$ cat src/hps_pkg.sv
////////////////////////////////////////////////////////////
// HPS video control shared definitions
// Widths, host opcodes, calculator states and the packed
// structs passed between the command and scaler blocks
////////////////////////////////////////////////////////////

package hps_pkg;

	localparam int DIM_W       = 12;
	localparam int IO_W        = 16;
	localparam int VOL_W       = 5;
	localparam int VMODE_WORDS = 8;
	localparam int SYNC_CNT_W  = 16;

	// Fully muted
	localparam logic [VOL_W-1:0] VOL_RESET = '1;

	typedef enum logic [7:0] {
		CMD_CFG    = 8'h01,
		CMD_VMODE  = 8'h20,
		CMD_LED    = 8'h25,
		CMD_VOL    = 8'h26,
		CMD_VSET   = 8'h27,
		CMD_VSWAIT = 8'h30,
		CMD_HSET   = 8'h37
	} hps_cmd_e;

	typedef enum logic [2:0] {
		IDLE,
		MUL_W,
		WAIT_W,
		MUL_H,
		WAIT_H,
		CLAMP,
		CENTRE
	} ar_state_e;

	typedef struct packed {
		logic            valid;
		logic            is_cmd;
		hps_cmd_e        cmd;
		logic [3:0]      idx;
		logic [IO_W-1:0] data;
	} cmd_beat_t;

	typedef struct packed {
		logic [DIM_W-1:0] width;
		logic [DIM_W-1:0] hfp;
		logic [DIM_W-1:0] hs;
		logic [DIM_W-1:0] hbp;
		logic [DIM_W-1:0] height;
		logic [DIM_W-1:0] vfp;
		logic [DIM_W-1:0] vs;
		logic [DIM_W-1:0] vbp;
	} video_timing_t;

	typedef struct packed {
		logic [DIM_W-1:0] vset;
		logic [DIM_W-1:0] hset;
		logic             freescale;
	} scale_ctrl_t;

	typedef struct packed {
		logic [DIM_W-1:0] hmin;
		logic [DIM_W-1:0] hmax;
		logic [DIM_W-1:0] vmin;
		logic [DIM_W-1:0] vmax;
	} window_t;

endpackage
$ cat src/hps_video_ctrl.sv
////////////////////////////////////////////////////////////
// HPS video control top
// Host command port, register bank, window calculator and
// sync conditioning on the system clock
////////////////////////////////////////////////////////////

`timescale 1ns/1ns

module hps_video_ctrl (
	input  logic                      clk_sys,
	input  logic                      resetd,
	input  logic                      i_io_clk,
	input  logic                      i_io_sel,
	input  logic [hps_pkg::IO_W-1:0]  i_io_din,
	input  logic [hps_pkg::DIM_W-1:0] i_arx,
	input  logic [hps_pkg::DIM_W-1:0] i_ary,
	input  logic                      i_hs,
	input  logic                      i_vs,
	output logic                      o_io_ack,
	output logic [hps_pkg::IO_W-1:0]  o_io_dout,
	output logic [hps_pkg::VOL_W-1:0] o_vol_att,
	output logic [hps_pkg::IO_W-1:0]  o_led,
	output hps_pkg::window_t          o_window,
	output logic                      o_hs,
	output logic                      o_vs,
	output logic                      o_cs
);

	hps_pkg::cmd_beat_t       beat;
	hps_pkg::video_timing_t   timing;
	hps_pkg::scale_ctrl_t     scale;
	logic [hps_pkg::IO_W-1:0] cfg;
	logic                     vs_wait;
	logic                     hs_fix;

	//////////////////////////////////////////////////////////////
	// Host side

	hps_cmd_port u_hps_cmd_port (
		.clk_sys   (clk_sys),
		.resetd    (resetd),
		.i_io_clk  (i_io_clk),
		.i_io_sel  (i_io_sel),
		.i_io_din  (i_io_din),
		.i_vs_wait (vs_wait),
		.o_io_ack  (o_io_ack),
		.o_beat    (beat)
	);

	video_cfg_regs u_video_cfg_regs (
		.clk_sys   (clk_sys),
		.resetd    (resetd),
		.i_beat    (beat),
		.i_io_sel  (i_io_sel),
		.i_vs_rise (o_vs),
		.o_timing  (timing),
		.o_scale   (scale),
		.o_cfg     (cfg),
		.o_vol_att (o_vol_att),
		.o_led     (o_led),
		.o_vs_wait (vs_wait),
		.o_io_dout (o_io_dout)
	);

	ar_window_calc u_ar_window_calc (
		.clk_sys  (clk_sys),
		.resetd   (resetd),
		.i_timing (timing),
		.i_scale  (scale),
		.i_arx    (i_arx),
		.i_ary    (i_ary),
		.o_window (o_window)
	);

	//////////////////////////////////////////////////////////////
	// Sync path

	sync_polarity_fix u_fix_h (
		.clk_sys (clk_sys),
		.resetd  (resetd),
		.i_sync  (i_hs),
		.o_sync  (hs_fix)
	);

	sync_polarity_fix u_fix_v (
		.clk_sys (clk_sys),
		.resetd  (resetd),
		.i_sync  (i_vs),
		.o_sync  (o_vs)
	);

	// cfg bit 3 enables composite sync on the hsync output
	csync_gen u_csync_gen (
		.clk_sys    (clk_sys),
		.resetd     (resetd),
		.i_hs       (hs_fix),
		.i_vs       (o_vs),
		.i_csync_en (cfg[3]),
		.o_hs_out   (o_hs),
		.o_cs       (o_cs)
	);

endmodule

$ cat src/csync_gen.sv
////////////////////////////////////////////////////////////
// Composite sync
// Hsync shifted by one period and XORed with vsync during
// the vertical pulse, plus hsync output select
////////////////////////////////////////////////////////////

`timescale 1ns/1ns

module csync_gen (
	input  logic clk_sys,
	input  logic resetd,
	input  logic i_hs,
	input  logic i_vs,
	input  logic i_csync_en,
	output logic o_hs_out,
	output logic o_cs
);

	logic                           prev_hs, cs_hs, cs_vs;
	logic [hps_pkg::SYNC_CNT_W-1:0] h_cnt, line_len, hs_len;

	assign o_cs     = cs_hs ^ cs_vs;
	assign o_hs_out = i_csync_en ? o_cs : prev_hs;

	always_ff @(posedge clk_sys) begin
		if (resetd) begin
			prev_hs  <= 1'b0;
			cs_hs    <= 1'b0;
			cs_vs    <= 1'b0;
			h_cnt    <= '0;
			line_len <= '0;
			hs_len   <= '0;
		end else begin
			h_cnt   <= h_cnt + 1'b1;
			prev_hs <= i_hs;
			if (prev_hs ^ i_hs) begin
				h_cnt <= '0;
				if (i_hs) begin
					line_len <= h_cnt - hs_len;
					cs_hs    <= 1'b0;
				end else begin
					hs_len <= h_cnt;
				end
			end

			if (!i_vs)
				cs_hs <= i_hs;
			else if (h_cnt == line_len)
				cs_hs <= 1'b1;

			cs_vs <= i_vs;
		end
	end

endmodule

$ cat src/sync_polarity_fix.sv
////////////////////////////////////////////////////////////
// Sync polarity normalization
// Flips a sync so its shorter phase is the high pulse
////////////////////////////////////////////////////////////

`timescale 1ns/1ns

module sync_polarity_fix (
	input  logic clk_sys,
	input  logic resetd,
	input  logic i_sync,
	output logic o_sync
);

	logic                           s1, s2, pol;
	logic [hps_pkg::SYNC_CNT_W-1:0] cnt, hi_len, lo_len;

	assign o_sync = i_sync ^ pol;

	always_ff @(posedge clk_sys) begin
		if (resetd) begin
			s1     <= 1'b0;
			s2     <= 1'b0;
			pol    <= 1'b0;
			cnt    <= '0;
			hi_len <= '0;
			lo_len <= '0;
		end else begin
			s1 <= i_sync;
			s2 <= s1;
			if (~s2 & s1)
				lo_len <= cnt;
			if (s2 & ~s1)
				hi_len <= cnt;
			// Run length, saturating on a stuck input
			if (s2 != s1)
				cnt <= '0;
			else if (cnt != '1)
				cnt <= cnt + 1'b1;
			pol <= hi_len > lo_len;
		end
	end

endmodule

$ cat src/ar_window_calc.sv
////////////////////////////////////////////////////////////
// Aspect-ratio output window
// Loops over target size, aspect scaling and centring of
// the video inside the output mode
////////////////////////////////////////////////////////////

`timescale 1ns/1ns

module ar_window_calc (
	input  logic                      clk_sys,
	input  logic                      resetd,
	input  hps_pkg::video_timing_t    i_timing,
	input  hps_pkg::scale_ctrl_t      i_scale,
	input  logic [hps_pkg::DIM_W-1:0] i_arx,
	input  logic [hps_pkg::DIM_W-1:0] i_ary,
	output hps_pkg::window_t          o_window
);

	hps_pkg::ar_state_e        state;
	logic [hps_pkg::DIM_W-1:0] tgt_w, tgt_h;
	logic [hps_pkg::DIM_W-1:0] arx_q, ary_q;
	logic [hps_pkg::DIM_W-1:0] wcalc, hcalc, videow, videoh;
	logic [hps_pkg::DIM_W-1:0] hmin, vmin;
	logic                      md_start, md_busy;
	logic [hps_pkg::DIM_W-1:0] md_mul1, md_mul2, md_div, md_res;

	umuldiv u_umuldiv (
		.clk_sys  (clk_sys),
		.resetd   (resetd),
		.i_start  (md_start),
		.i_mul1   (md_mul1),
		.i_mul2   (md_mul2),
		.i_div    (md_div),
		.o_busy   (md_busy),
		.o_result (md_res)
	);

	// Scale limits apply only when set and smaller than the mode
	always_comb begin
		tgt_h = (i_scale.vset != '0 && i_scale.vset < i_timing.height) ?
			i_scale.vset : i_timing.height;
		tgt_w = (i_scale.hset != '0 && i_scale.hset < i_timing.width) ?
			i_scale.hset : i_timing.width;
	end

	assign hmin = (i_timing.width - videow) >> 1;
	assign vmin = (i_timing.height - videoh) >> 1;

	always_ff @(posedge clk_sys) begin
		if (resetd) begin
			state    <= hps_pkg::IDLE;
			md_start <= 1'b0;
			o_window <= '0;
		end else begin
			md_start <= 1'b0;
			case (state)
				hps_pkg::IDLE: begin
					arx_q <= i_arx;
					ary_q <= i_ary;
					if (i_scale.freescale || i_arx == '0 || i_ary == '0) begin
						wcalc <= tgt_w;
						hcalc <= tgt_h;
						state <= hps_pkg::CLAMP;
					end else begin
						state <= hps_pkg::MUL_W;
					end
				end
				hps_pkg::MUL_W: begin
					md_mul1  <= tgt_h;
					md_mul2  <= arx_q;
					md_div   <= ary_q;
					md_start <= 1'b1;
					state    <= hps_pkg::WAIT_W;
				end
				hps_pkg::WAIT_W: begin
					if (!md_start && !md_busy) begin
						wcalc <= md_res;
						state <= hps_pkg::MUL_H;
					end
				end
				hps_pkg::MUL_H: begin
					md_mul1  <= tgt_w;
					md_mul2  <= ary_q;
					md_div   <= arx_q;
					md_start <= 1'b1;
					state    <= hps_pkg::WAIT_H;
				end
				hps_pkg::WAIT_H: begin
					if (!md_start && !md_busy) begin
						hcalc <= md_res;
						state <= hps_pkg::CLAMP;
					end
				end
				hps_pkg::CLAMP: begin
					videow <= (wcalc > tgt_w) ? tgt_w : wcalc;
					videoh <= (hcalc > tgt_h) ? tgt_h : hcalc;
					state  <= hps_pkg::CENTRE;
				end
				default: begin
					o_window.hmin <= hmin;
					o_window.hmax <= hmin + videow - hps_pkg::DIM_W'(1);
					o_window.vmin <= vmin;
					o_window.vmax <= vmin + videoh - hps_pkg::DIM_W'(1);
					state         <= hps_pkg::IDLE;
				end
			endcase
		end
	end

	a_div_nonzero: assert property (@(posedge clk_sys) disable iff (resetd)
		md_start |-> md_div != '0);

endmodule

$ cat src/video_cfg_regs.sv
////////////////////////////////////////////////////////////
// Command register bank
// Decodes host beats into config, mode timing, LED, volume
// and scale registers; drives reply word and vsync wait
////////////////////////////////////////////////////////////

`timescale 1ns/1ns

module video_cfg_regs (
	input  logic                      clk_sys,
	input  logic                      resetd,
	input  hps_pkg::cmd_beat_t        i_beat,
	input  logic                      i_io_sel,
	input  logic                      i_vs_rise,
	output hps_pkg::video_timing_t    o_timing,
	output hps_pkg::scale_ctrl_t      o_scale,
	output logic [hps_pkg::IO_W-1:0]  o_cfg,
	output logic [hps_pkg::VOL_W-1:0] o_vol_att,
	output logic [hps_pkg::IO_W-1:0]  o_led,
	output logic                      o_vs_wait,
	output logic [hps_pkg::IO_W-1:0]  o_io_dout
);

	logic                      vs_q;
	logic                      vs_rise;
	logic                      first_word;
	logic [hps_pkg::DIM_W-1:0] beat_dim;

	// i_vs_rise carries the normalized vsync level, edge found here
	assign vs_rise    = i_vs_rise & ~vs_q;
	assign first_word = (i_beat.idx == 4'd0);
	assign beat_dim   = i_beat.data[hps_pkg::DIM_W-1:0];

	always_ff @(posedge clk_sys) begin
		if (resetd) begin
			vs_q      <= 1'b0;
			o_timing  <= '0;
			o_scale   <= '0;
			o_cfg     <= '0;
			o_vol_att <= hps_pkg::VOL_RESET;
			o_led     <= '0;
			o_vs_wait <= 1'b0;
			o_io_dout <= '0;
		end else begin
			vs_q <= i_vs_rise;
			if (vs_rise)
				o_vs_wait <= 1'b0;

			if (!i_io_sel) begin
				o_io_dout <= '0;
			end else if (i_beat.valid) begin
				o_io_dout <= '0;
				if (i_beat.is_cmd) begin
					if (i_beat.cmd == hps_pkg::CMD_VMODE)
						o_io_dout <= hps_pkg::IO_W'(3);
					if (i_beat.cmd == hps_pkg::CMD_VSWAIT)
						o_vs_wait <= 1'b1;
				end else begin
					case (i_beat.cmd)
						hps_pkg::CMD_CFG: if (first_word) o_cfg <= i_beat.data;
						hps_pkg::CMD_LED: if (first_word) o_led <= i_beat.data;
						hps_pkg::CMD_VOL: begin
							if (first_word)
								o_vol_att <= i_beat.data[hps_pkg::VOL_W-1:0];
						end
						hps_pkg::CMD_VSET: if (first_word) o_scale.vset <= beat_dim;
						hps_pkg::CMD_HSET: begin
							if (first_word) begin
								o_scale.freescale <= i_beat.data[15];
								o_scale.hset      <= beat_dim;
							end
						end
						hps_pkg::CMD_VMODE: begin
							if (i_beat.idx < 4'(hps_pkg::VMODE_WORDS)) begin
								case (i_beat.idx[2:0])
									3'd0: o_timing.width  <= beat_dim;
									3'd1: o_timing.hfp    <= beat_dim;
									3'd2: o_timing.hs     <= beat_dim;
									3'd3: o_timing.hbp    <= beat_dim;
									3'd4: o_timing.height <= beat_dim;
									3'd5: o_timing.vfp    <= beat_dim;
									3'd6: o_timing.vs     <= beat_dim;
									default: o_timing.vbp <= beat_dim;
								endcase
							end
						end
						default: ;
					endcase
				end
			end
		end
	end

	// Wait is only ever requested by an opcode inside a selected command
	a_vs_wait_sel: assert property (@(posedge clk_sys) disable iff (resetd)
		$rose(o_vs_wait) |-> $past(i_io_sel));

endmodule

$ cat src/hps_cmd_port.sv
////////////////////////////////////////////////////////////
// Host word port
// Strobe/ack handshake with vsync hold, frames host words
// into opcode and data beats
////////////////////////////////////////////////////////////

`timescale 1ns/1ns

module hps_cmd_port (
	input  logic                     clk_sys,
	input  logic                     resetd,
	input  logic                     i_io_clk,
	input  logic                     i_io_sel,
	input  logic [hps_pkg::IO_W-1:0] i_io_din,
	input  logic                     i_vs_wait,
	output logic                     o_io_ack,
	output hps_pkg::cmd_beat_t       o_beat
);

	logic              ack_req;
	logic              strobe;
	logic              has_cmd;
	hps_pkg::hps_cmd_e cmd_q;
	logic [3:0]        idx_q;

	assign strobe = i_io_clk & ~ack_req;

	// Falling io_clk is held off while waiting for vsync
	always_ff @(posedge clk_sys) begin
		if (resetd) begin
			ack_req  <= 1'b0;
			o_io_ack <= 1'b0;
		end else begin
			if (~i_vs_wait | strobe)
				ack_req <= i_io_clk;
			o_io_ack <= ack_req;
		end
	end

	always_ff @(posedge clk_sys) begin
		if (resetd) begin
			has_cmd <= 1'b0;
			cmd_q   <= hps_pkg::CMD_CFG;
			idx_q   <= '0;
		end else if (~i_io_sel) begin
			has_cmd <= 1'b0;
		end else if (strobe) begin
			if (!has_cmd) begin
				has_cmd <= 1'b1;
				cmd_q   <= hps_pkg::hps_cmd_e'(i_io_din[7:0]);
				idx_q   <= '0;
			end else if (idx_q != 4'hf) begin
				idx_q <= idx_q + 4'd1;
			end
		end
	end

	always_comb begin
		o_beat.valid  = strobe & i_io_sel;
		o_beat.is_cmd = ~has_cmd;
		o_beat.cmd    = has_cmd ? cmd_q : hps_pkg::hps_cmd_e'(i_io_din[7:0]);
		o_beat.idx    = idx_q;
		o_beat.data   = i_io_din;
	end

endmodule

$ cat src/umuldiv.sv
////////////////////////////////////////////////////////////
// Sequential multiply-then-divide
// 24-bit product, then 24 restoring division steps
////////////////////////////////////////////////////////////

`timescale 1ns/1ns

module umuldiv (
	input  logic                      clk_sys,
	input  logic                      resetd,
	input  logic                      i_start,
	input  logic [hps_pkg::DIM_W-1:0] i_mul1,
	input  logic [hps_pkg::DIM_W-1:0] i_mul2,
	input  logic [hps_pkg::DIM_W-1:0] i_div,
	output logic                      o_busy,
	output logic [hps_pkg::DIM_W-1:0] o_result
);

	logic [hps_pkg::DIM_W-1:0]   mul1_q, mul2_q, div_q, rem;
	logic [2*hps_pkg::DIM_W-1:0] quo;
	logic [hps_pkg::DIM_W:0]     rem_sh;
	logic [hps_pkg::DIM_W+1:0]   diff;
	logic [4:0]                  cnt;

	assign rem_sh   = {rem, quo[2*hps_pkg::DIM_W-1]};
	assign diff     = {1'b0, rem_sh} - {2'b00, div_q};
	assign o_result = quo[hps_pkg::DIM_W-1:0];

	always_ff @(posedge clk_sys) begin
		if (resetd) begin
			o_busy <= 1'b0;
			cnt    <= '0;
		end else if (i_start) begin
			o_busy <= 1'b1;
			cnt    <= '0;
			mul1_q <= i_mul1;
			mul2_q <= i_mul2;
			div_q  <= i_div;
		end else if (o_busy) begin
			cnt <= cnt + 5'd1;
			if (cnt == 5'd0) begin
				quo <= mul1_q * mul2_q;
				rem <= '0;
			end else begin
				// Keep the difference when there was no borrow
				if (!diff[hps_pkg::DIM_W+1])
					rem <= diff[hps_pkg::DIM_W-1:0];
				else
					rem <= rem_sh[hps_pkg::DIM_W-1:0];
				quo <= {quo[2*hps_pkg::DIM_W-2:0], ~diff[hps_pkg::DIM_W+1]};
				if (cnt == 5'd24)
					o_busy <= 1'b0;
			end
		end
	end

endmodule

$ cat config.mk
export PLATFORM = sky130hd
export DESIGN_NAME = hps_video_ctrl
export DESIGN_NICKNAME = d
export VERILOG_FILES = /design/src/hps_pkg.sv /design/src/hps_video_ctrl.sv /design/src/csync_gen.sv /design/src/sync_polarity_fix.sv /design/src/ar_window_calc.sv /design/src/video_cfg_regs.sv /design/src/hps_cmd_port.sv /design/src/umuldiv.sv
export SDC_FILE = /design/constraint.sdc
export NUM_CORES = 1
export LEC_CHECK = 0
export BUFFER_PORTS_ARGS = -buffer_cell sky130_fd_sc_hd__buf_4
export CORE_UTILIZATION = 50
export CTS_BUF_LIST = sky130_fd_sc_hd__clkbuf_16
export DETAILED_ROUTE_END_ITERATION = 10
export PLACE_DENSITY = 0.74
export SLEW_MARGIN = 30
export SYNTH_ARGS = -nofsm -noshare
export SYNTH_HDL_FRONTEND = slang
export SYNTH_SLANG_ARGS = --single-unit
$ cat constraint.sdc
create_clock -name clk_sys -period 11.7 [get_ports clk_sys]
set_clock_uncertainty 0.15 [all_clocks]
set_input_delay 0.585 -clock clk_sys [delete_from_list [all_inputs] [get_ports clk_sys]]
set_output_delay 0.585 -clock clk_sys [all_outputs]
set_load 0.1 [all_outputs]
======== After elaboration in Yosys (flattened, before gate mapping) ========
Cells that the tools add are included.
Widths: inputs -> output; s select.
storage, ports and cells
  flip-flop bits (word level) ............. 495
  output and inout bits ................... 89
  input port bits ......................... 46
  word-level logic and storage cells ...... 209
operators by class
  mux-type cells .......................... 38
  $lt $le $gt $ge ......................... 7
  reductions and logical operators ........ 45
  equal/unequal tests ..................... 26
  $mul .................................... 1
  bitwise gates (word level) .............. 24
  add/sub/neg operators ................... 13
operator list
  cell                   number
  $pmux 12 s2            5
  $mux 12                8
  $add 16x1->16 const B  3
  $eq 8x6->1 const B     6
  $gt 16x16->1           2
  $ne 16x16->1 const B   2
  $reduce_and 5->1       5
  $add 11x12->12         2
  $gt 12x12->1           2
  $logic_not 12->1       2
  $lt 12x12->1           2
  $mul 12x12->24         1
  $mux 24                1
  $reduce_bool 12->1     2
  $sub 12x1->12 const B  2
  $sub 12x12->12         2
  $pmux 3 s6             1
  $reduce_and 2->1       9
  $eq 16x16->1           1
  $mux 16                1
  $sub 16x16->16         1
  $mux 1                 15
  $sub 13x12->14         1
  $not 1->1              12
  other kinds (33)       66

======== Depth between registers and ports, before layout ========
  depth after elaboration ................. 7
  mapped depth ............................ 20
  mapped depth without buffers ............ 19

======== By module ========
Synthesis repeated with hierarchy kept, for this count alone.
unflattened totals
  cell total of the unflattened synthesis .. 3,442
  area, all modules ....................... 33,096.7 um^2
modules (own cells, without submodules)
  module             area an instance (um^2)  sequential area each (um^2)  cells each  instances
  ar_window_calc     9,885.7                  4,244.1                      977         1
  umuldiv            8,416.8                  2,282.2                      888         1
  video_cfg_regs     6,206.0                  3,223.1                      613         1
  sync_polarity_fix  2,467.4                  1,021.0                      268         2
  csync_gen          2,871.5                  1,021.0                      336         1
  hps_cmd_port       782.0                    300.3                        92          1

======== Worst setup path before layout ========
Ideal clock, no wire load.
  path type ............................... flip-flop to flip-flop
  start ................................... reg u_ar_window_calc.u_umuldiv.mul2_q[8] (netlist name)
  end ..................................... reg u_ar_window_calc.u_umuldiv.quo[19] (netlist name), data pin
  path slack .............................. 6,324 ps
  period minus slack after synthesis ...... 5,376 ps
  data required time ...................... 11,283 ps
  buffers on the path ..................... 1
  setup time .............................. 267 ps
  stages on the path, launching flop included .. 20
  data arrival time ....................... 4,959 ps
  cell sequence ........................... edfxtp_1 > clkbuf_1 > and2_1 > fa_1 > inv_1 > fa_1 > inv_1 > fa_1 > fa_1 > inv_1 > fa_1 > inv_1 > ha_1 > a21o_1 > a21oi_1 > o31ai_1 > and4_1 > nor3_1 > xor2_1 > o21ai_0
between the ends
  longest elaborated chain between the ends .. 2
RTL lines
  what                    line           RTL
  from (decl)             umuldiv.sv:19  logic [hps_pkg::DIM_W-1:0] mul1_q, mul2_q, div_q, rem;
  from (signal assigned)  umuldiv.sv:37  mul2_q <= i_mul2;
  $mul 12x12->24          umuldiv.sv:42  quo <= mul1_q * mul2_q;
  $mux 24                 umuldiv.sv:41  if (cnt == 5'd0) begin
  to (signal assigned)    umuldiv.sv:42
  to (signal assigned)    umuldiv.sv:50  quo <= {quo[2*hps_pkg::DIM_W-2:0], ~diff[hps_pkg::DIM_W+1]};
  to (decl)               umuldiv.sv:20  logic [2*hps_pkg::DIM_W-1:0] quo;
Every way passes these cells.
A chain may end at the register's enable or synchronous reset.

======== Worst setup path in the final report ========
  start ................................... reg u_ar_window_calc.u_umuldiv.mul1_q[3] (netlist name)
  end ..................................... reg u_ar_window_calc.u_umuldiv.quo[19] (netlist name), data pin
between the ends
  longest elaborated chain between the ends .. 2
RTL lines
  what                    line           RTL
  from (decl)             umuldiv.sv:19
  from (signal assigned)  umuldiv.sv:36  mul1_q <= i_mul1;
  $mul 12x12->24          umuldiv.sv:42
  $mux 24                 umuldiv.sv:41
Every way passes these cells.

==> impl_metrics.ini <==
[sta]
rsz0062_at_grt = false
setup_tns_ps = 0
max_freq_ghz = 0.171
hold_slack_ps = 36.1
setup_viol = 0
slew_violations = 0
fin_crit_ps = 5860
relSlewSlack_pct = 35.1
finalHoldViolCount = 0
worst_pin_slew_ps = 972
finalCritPeriodShare_pct = 50.1

[logic_synthesis]
yosysSeqAreaShare_pct = 39.6
synthFlopType = dfxtp_1
yosys_warnings = 0
ys_seq_elements = 477
synth.top_cells.by_area = dfxtp_1, edfxtp_1, ha_1, fa_1, mux2i_1
netlist_instances = 2987
synth_top_area_cell = dfxtp_1
avgSynthCellArea_um2 = 9.59
synth_edf_count = 180
synth_top_area_share_pct = 20.8
async_flop_share_pct = 0
netlist_area_um2 = 28600
synth_cell_type_count = 76

[worst_setup_path]
r2r-start = u_ar_window_calc.u_umuldiv.mul1_q[3]
crit_path_end_kind = register
start_kind = register
critPathRequiredTime_ps = 11870
crit_fanout = 12
critPathArrivalTime_ps = 6040
crit_type = register to register
reg2reg_depth = 18
critPathLaunch = u_ar_window_calc.u_umuldiv.mul1_q[3]

[clocking]
cts.reportedPaths.clkPinSlew_ps = 60
htree_levels = 2
postCtsHoldBufs = 0
clock_latency_ps = 590
post_cts_buffers = 0
cts-root-buf = clkbuf_16
cts_resized = 0
clk_path_buf_depth = 3
numCtsBuffers = 49
cts_sinks = 477
cts_tree = done

[hold_path]
hp-start = i_ary[1]
hp-class = input port to register
hold_depth = 1

[detailed_routing]
viasPerCell = 5.51
first_iter_violations = 1312
drt-total-wl_mm = 64.9
drtAntennaViolNets = 0
wl_per_cell_um = 16.9
vias = 21200
dr.pass1.iters = 5
drcViolationCount = 0

[grt]
grt_use_met3_pct = 3.25
grt_max_degree = 91
grt-busiest-layer = met2
use_met1_pct = 28.8
grt_pass1_vias = 21700
grt_use_total_pct = 22.8
gr-total-overflow = 0
met2_usage_pct = 39.6
antenna_found_initial = 0
grt_pass1_wl_mm = 107

[pwr]
p_total_mw = 4.18
peakVddDrop_v = 0.0000990
powerDensity_nw_per_um2 = 132
power_leakage_nw = 13.6

[finish]
layout-drive-gt1-share_pct = 8.53
diodes = 0
syn2layout_area_growth_pct = 10.5
nets = 3440
fillCellCount = 4796
finalCoreUtilization_pct = 56.0
seq_area_um2 = 11400
multiInputGateArea_um2 = 15600

[die]
rows = 87
io_pins = 135
die_width_um = 241
initial_utilization_pct = 50.7
die_y_um = 241
die_area_um2 = 58200
fp.coreArea_um2 = 56500

[run_status]
status = completed

[place]
io_buffers = 118
gp_congestion = 0.902
hpwlAfterDp_mm = 48.3

[job]
maxCapViolCount = 0
-- placed cells by master, fill, tap and decap left out, types with 7 or more instances in the layout --
cell	instances
a211oi_1	25
a21o_1	32
a21oi_1	176
a31oi_1	16
and2_1	61
and3_1	22
buf_4	134
clkbuf_16	52
clkinv_1	12
clkinv_2	7
conb_1	16
dfxtp_1	297
edfxtp_1	180
fa_1	106
ha_1	237
inv_1	326
mux2_2	26
mux2i_1	202
nand2_1	253
nand2b_1	26
nand3_1	44
nand4_1	37
nor2_1	344
nor2b_1	24
nor3_1	35
nor3b_1	9
nor4_1	22
o211ai_1	8
o21a_1	14
o21ai_0	83
o31ai_1	13
or2_2	7
or3_1	10
xnor2_1	49
xor2_1	71
-- registers in the layout, summed over array words and instances, names as in the netlist, 16 cells and up --
register,cells
u_ar_window_calc.o_window,46
u_ar_window_calc.u_umuldiv.quo,24
u_csync_gen.h_cnt,16
u_csync_gen.hs_len,16
u_csync_gen.line_len,16
u_fix_h.cnt,16
u_fix_h.hi_len,16
u_fix_h.lo_len,16
u_fix_v.cnt,16
u_fix_v.hi_len,16
u_fix_v.lo_len,16
u_video_cfg_regs.o_led,16
u_video_cfg_regs.o_scale,25
u_video_cfg_regs.o_timing,24
-- through the flow --
stage	setup WS, ps	cell area (um^2)	instances
floorplan	6320	28700	3002
global placement	5900	30000	3749
detailed placement	5840	30100	3750
CTS	5840	31600	3840
global route	5530	31700	3841
finish	5840	31700	3841
-- path summary, 6_finish.rpt --
path / slack [ps] / endpoint
max: 5840 / u_ar_window_calc.u_umuldiv.quo[19]
min: 40 / u_ar_window_calc.ary_q[1]
max reg2reg: 5840 / u_ar_window_calc.u_umuldiv.quo[19]
min reg2reg: 270 / u_ar_window_calc.u_umuldiv.mul2_q[6]
-- where the power goes --
part	leakage, nW	internal (mW)	switching [mW]	total, mW
Sequential	4.05	1.80	0.0373	1.84
Clock	0.801	0.866	0.657	1.52
Combinational	8.80	0.318	0.499	0.818
Total	13.6	2.98	1.19	4.18
-- layer usage --
layer  vias to the layer above  wire (um)
met1                     10300      27900
met2                       502      32000
met3                       133       2960
met5                         -          0
met4                         0       1970
li1                      10200          -
-- cell usage after synthesis, drive strengths merged, types with 6 or more instances --
cell and instances:
and2 61, and3 22, o21ai 84, edfxtp 180, fa 106, nand3 45
nor2b 24, nor2 345, nand2b 26, or2 8, o31ai 13, inv 315
nor4 24, a21oi 177, clkbuf 104, o311ai 6, nand2 253, or3 11
buf 40, nand4 37, o21a 14, and4 6, a31oi 16, dfxtp 297
ha 242, o211ai 8, nor3 39, xnor2 49, mux2i 202, mux2 26
nor4b 6, a211oi 26, nor3b 11, a21o 32, nand3b 6, xor2 71
-- kinds of logic after synthesis --
| group | Yosys count | share of synthesized area (%) |
|---|---|---|
| AOI/OAI and AO/OA | 422 | 9.02 |
| xor gates and xnor gates | 120 | 3.67 |
| adders and majority gates | 348 | 18.0 |
| buffers and inverters | 459 | 6.42 |
| DFF | 477 | 39.6 |
| muxes | 228 | 8.08 |
| other | 1 | 0.0131 |
| and+or+nand+nor | 932 | 15.2 |
-- critical path, stage by stage (launching register included) --
cell and delay [ps]:
edfxtp_1 590, and2_1 270, fa_1 530, inv_1 50, fa_1 470, inv_1 60, fa_1 510, fa_1 550
inv_1 60, fa_1 530, inv_1 40, ha_1 360, a21o_1 210, a21oi_1 150, o31ai_1 150, and4_1 260
nor3_1 370, xor2_1 190, o21ai_0 80
-- layout make-up --
type	instances	share of cell area (%)
multi-input combinational	2066	49.2
tap	756	2.99
timing repair buffer	137	3.35
inverter	315	3.74
clock inverter	38	0.799
clock buffer	52	4.11
sequential	477	35.9
No activity file was read; power rests on OpenSTA's default activity.
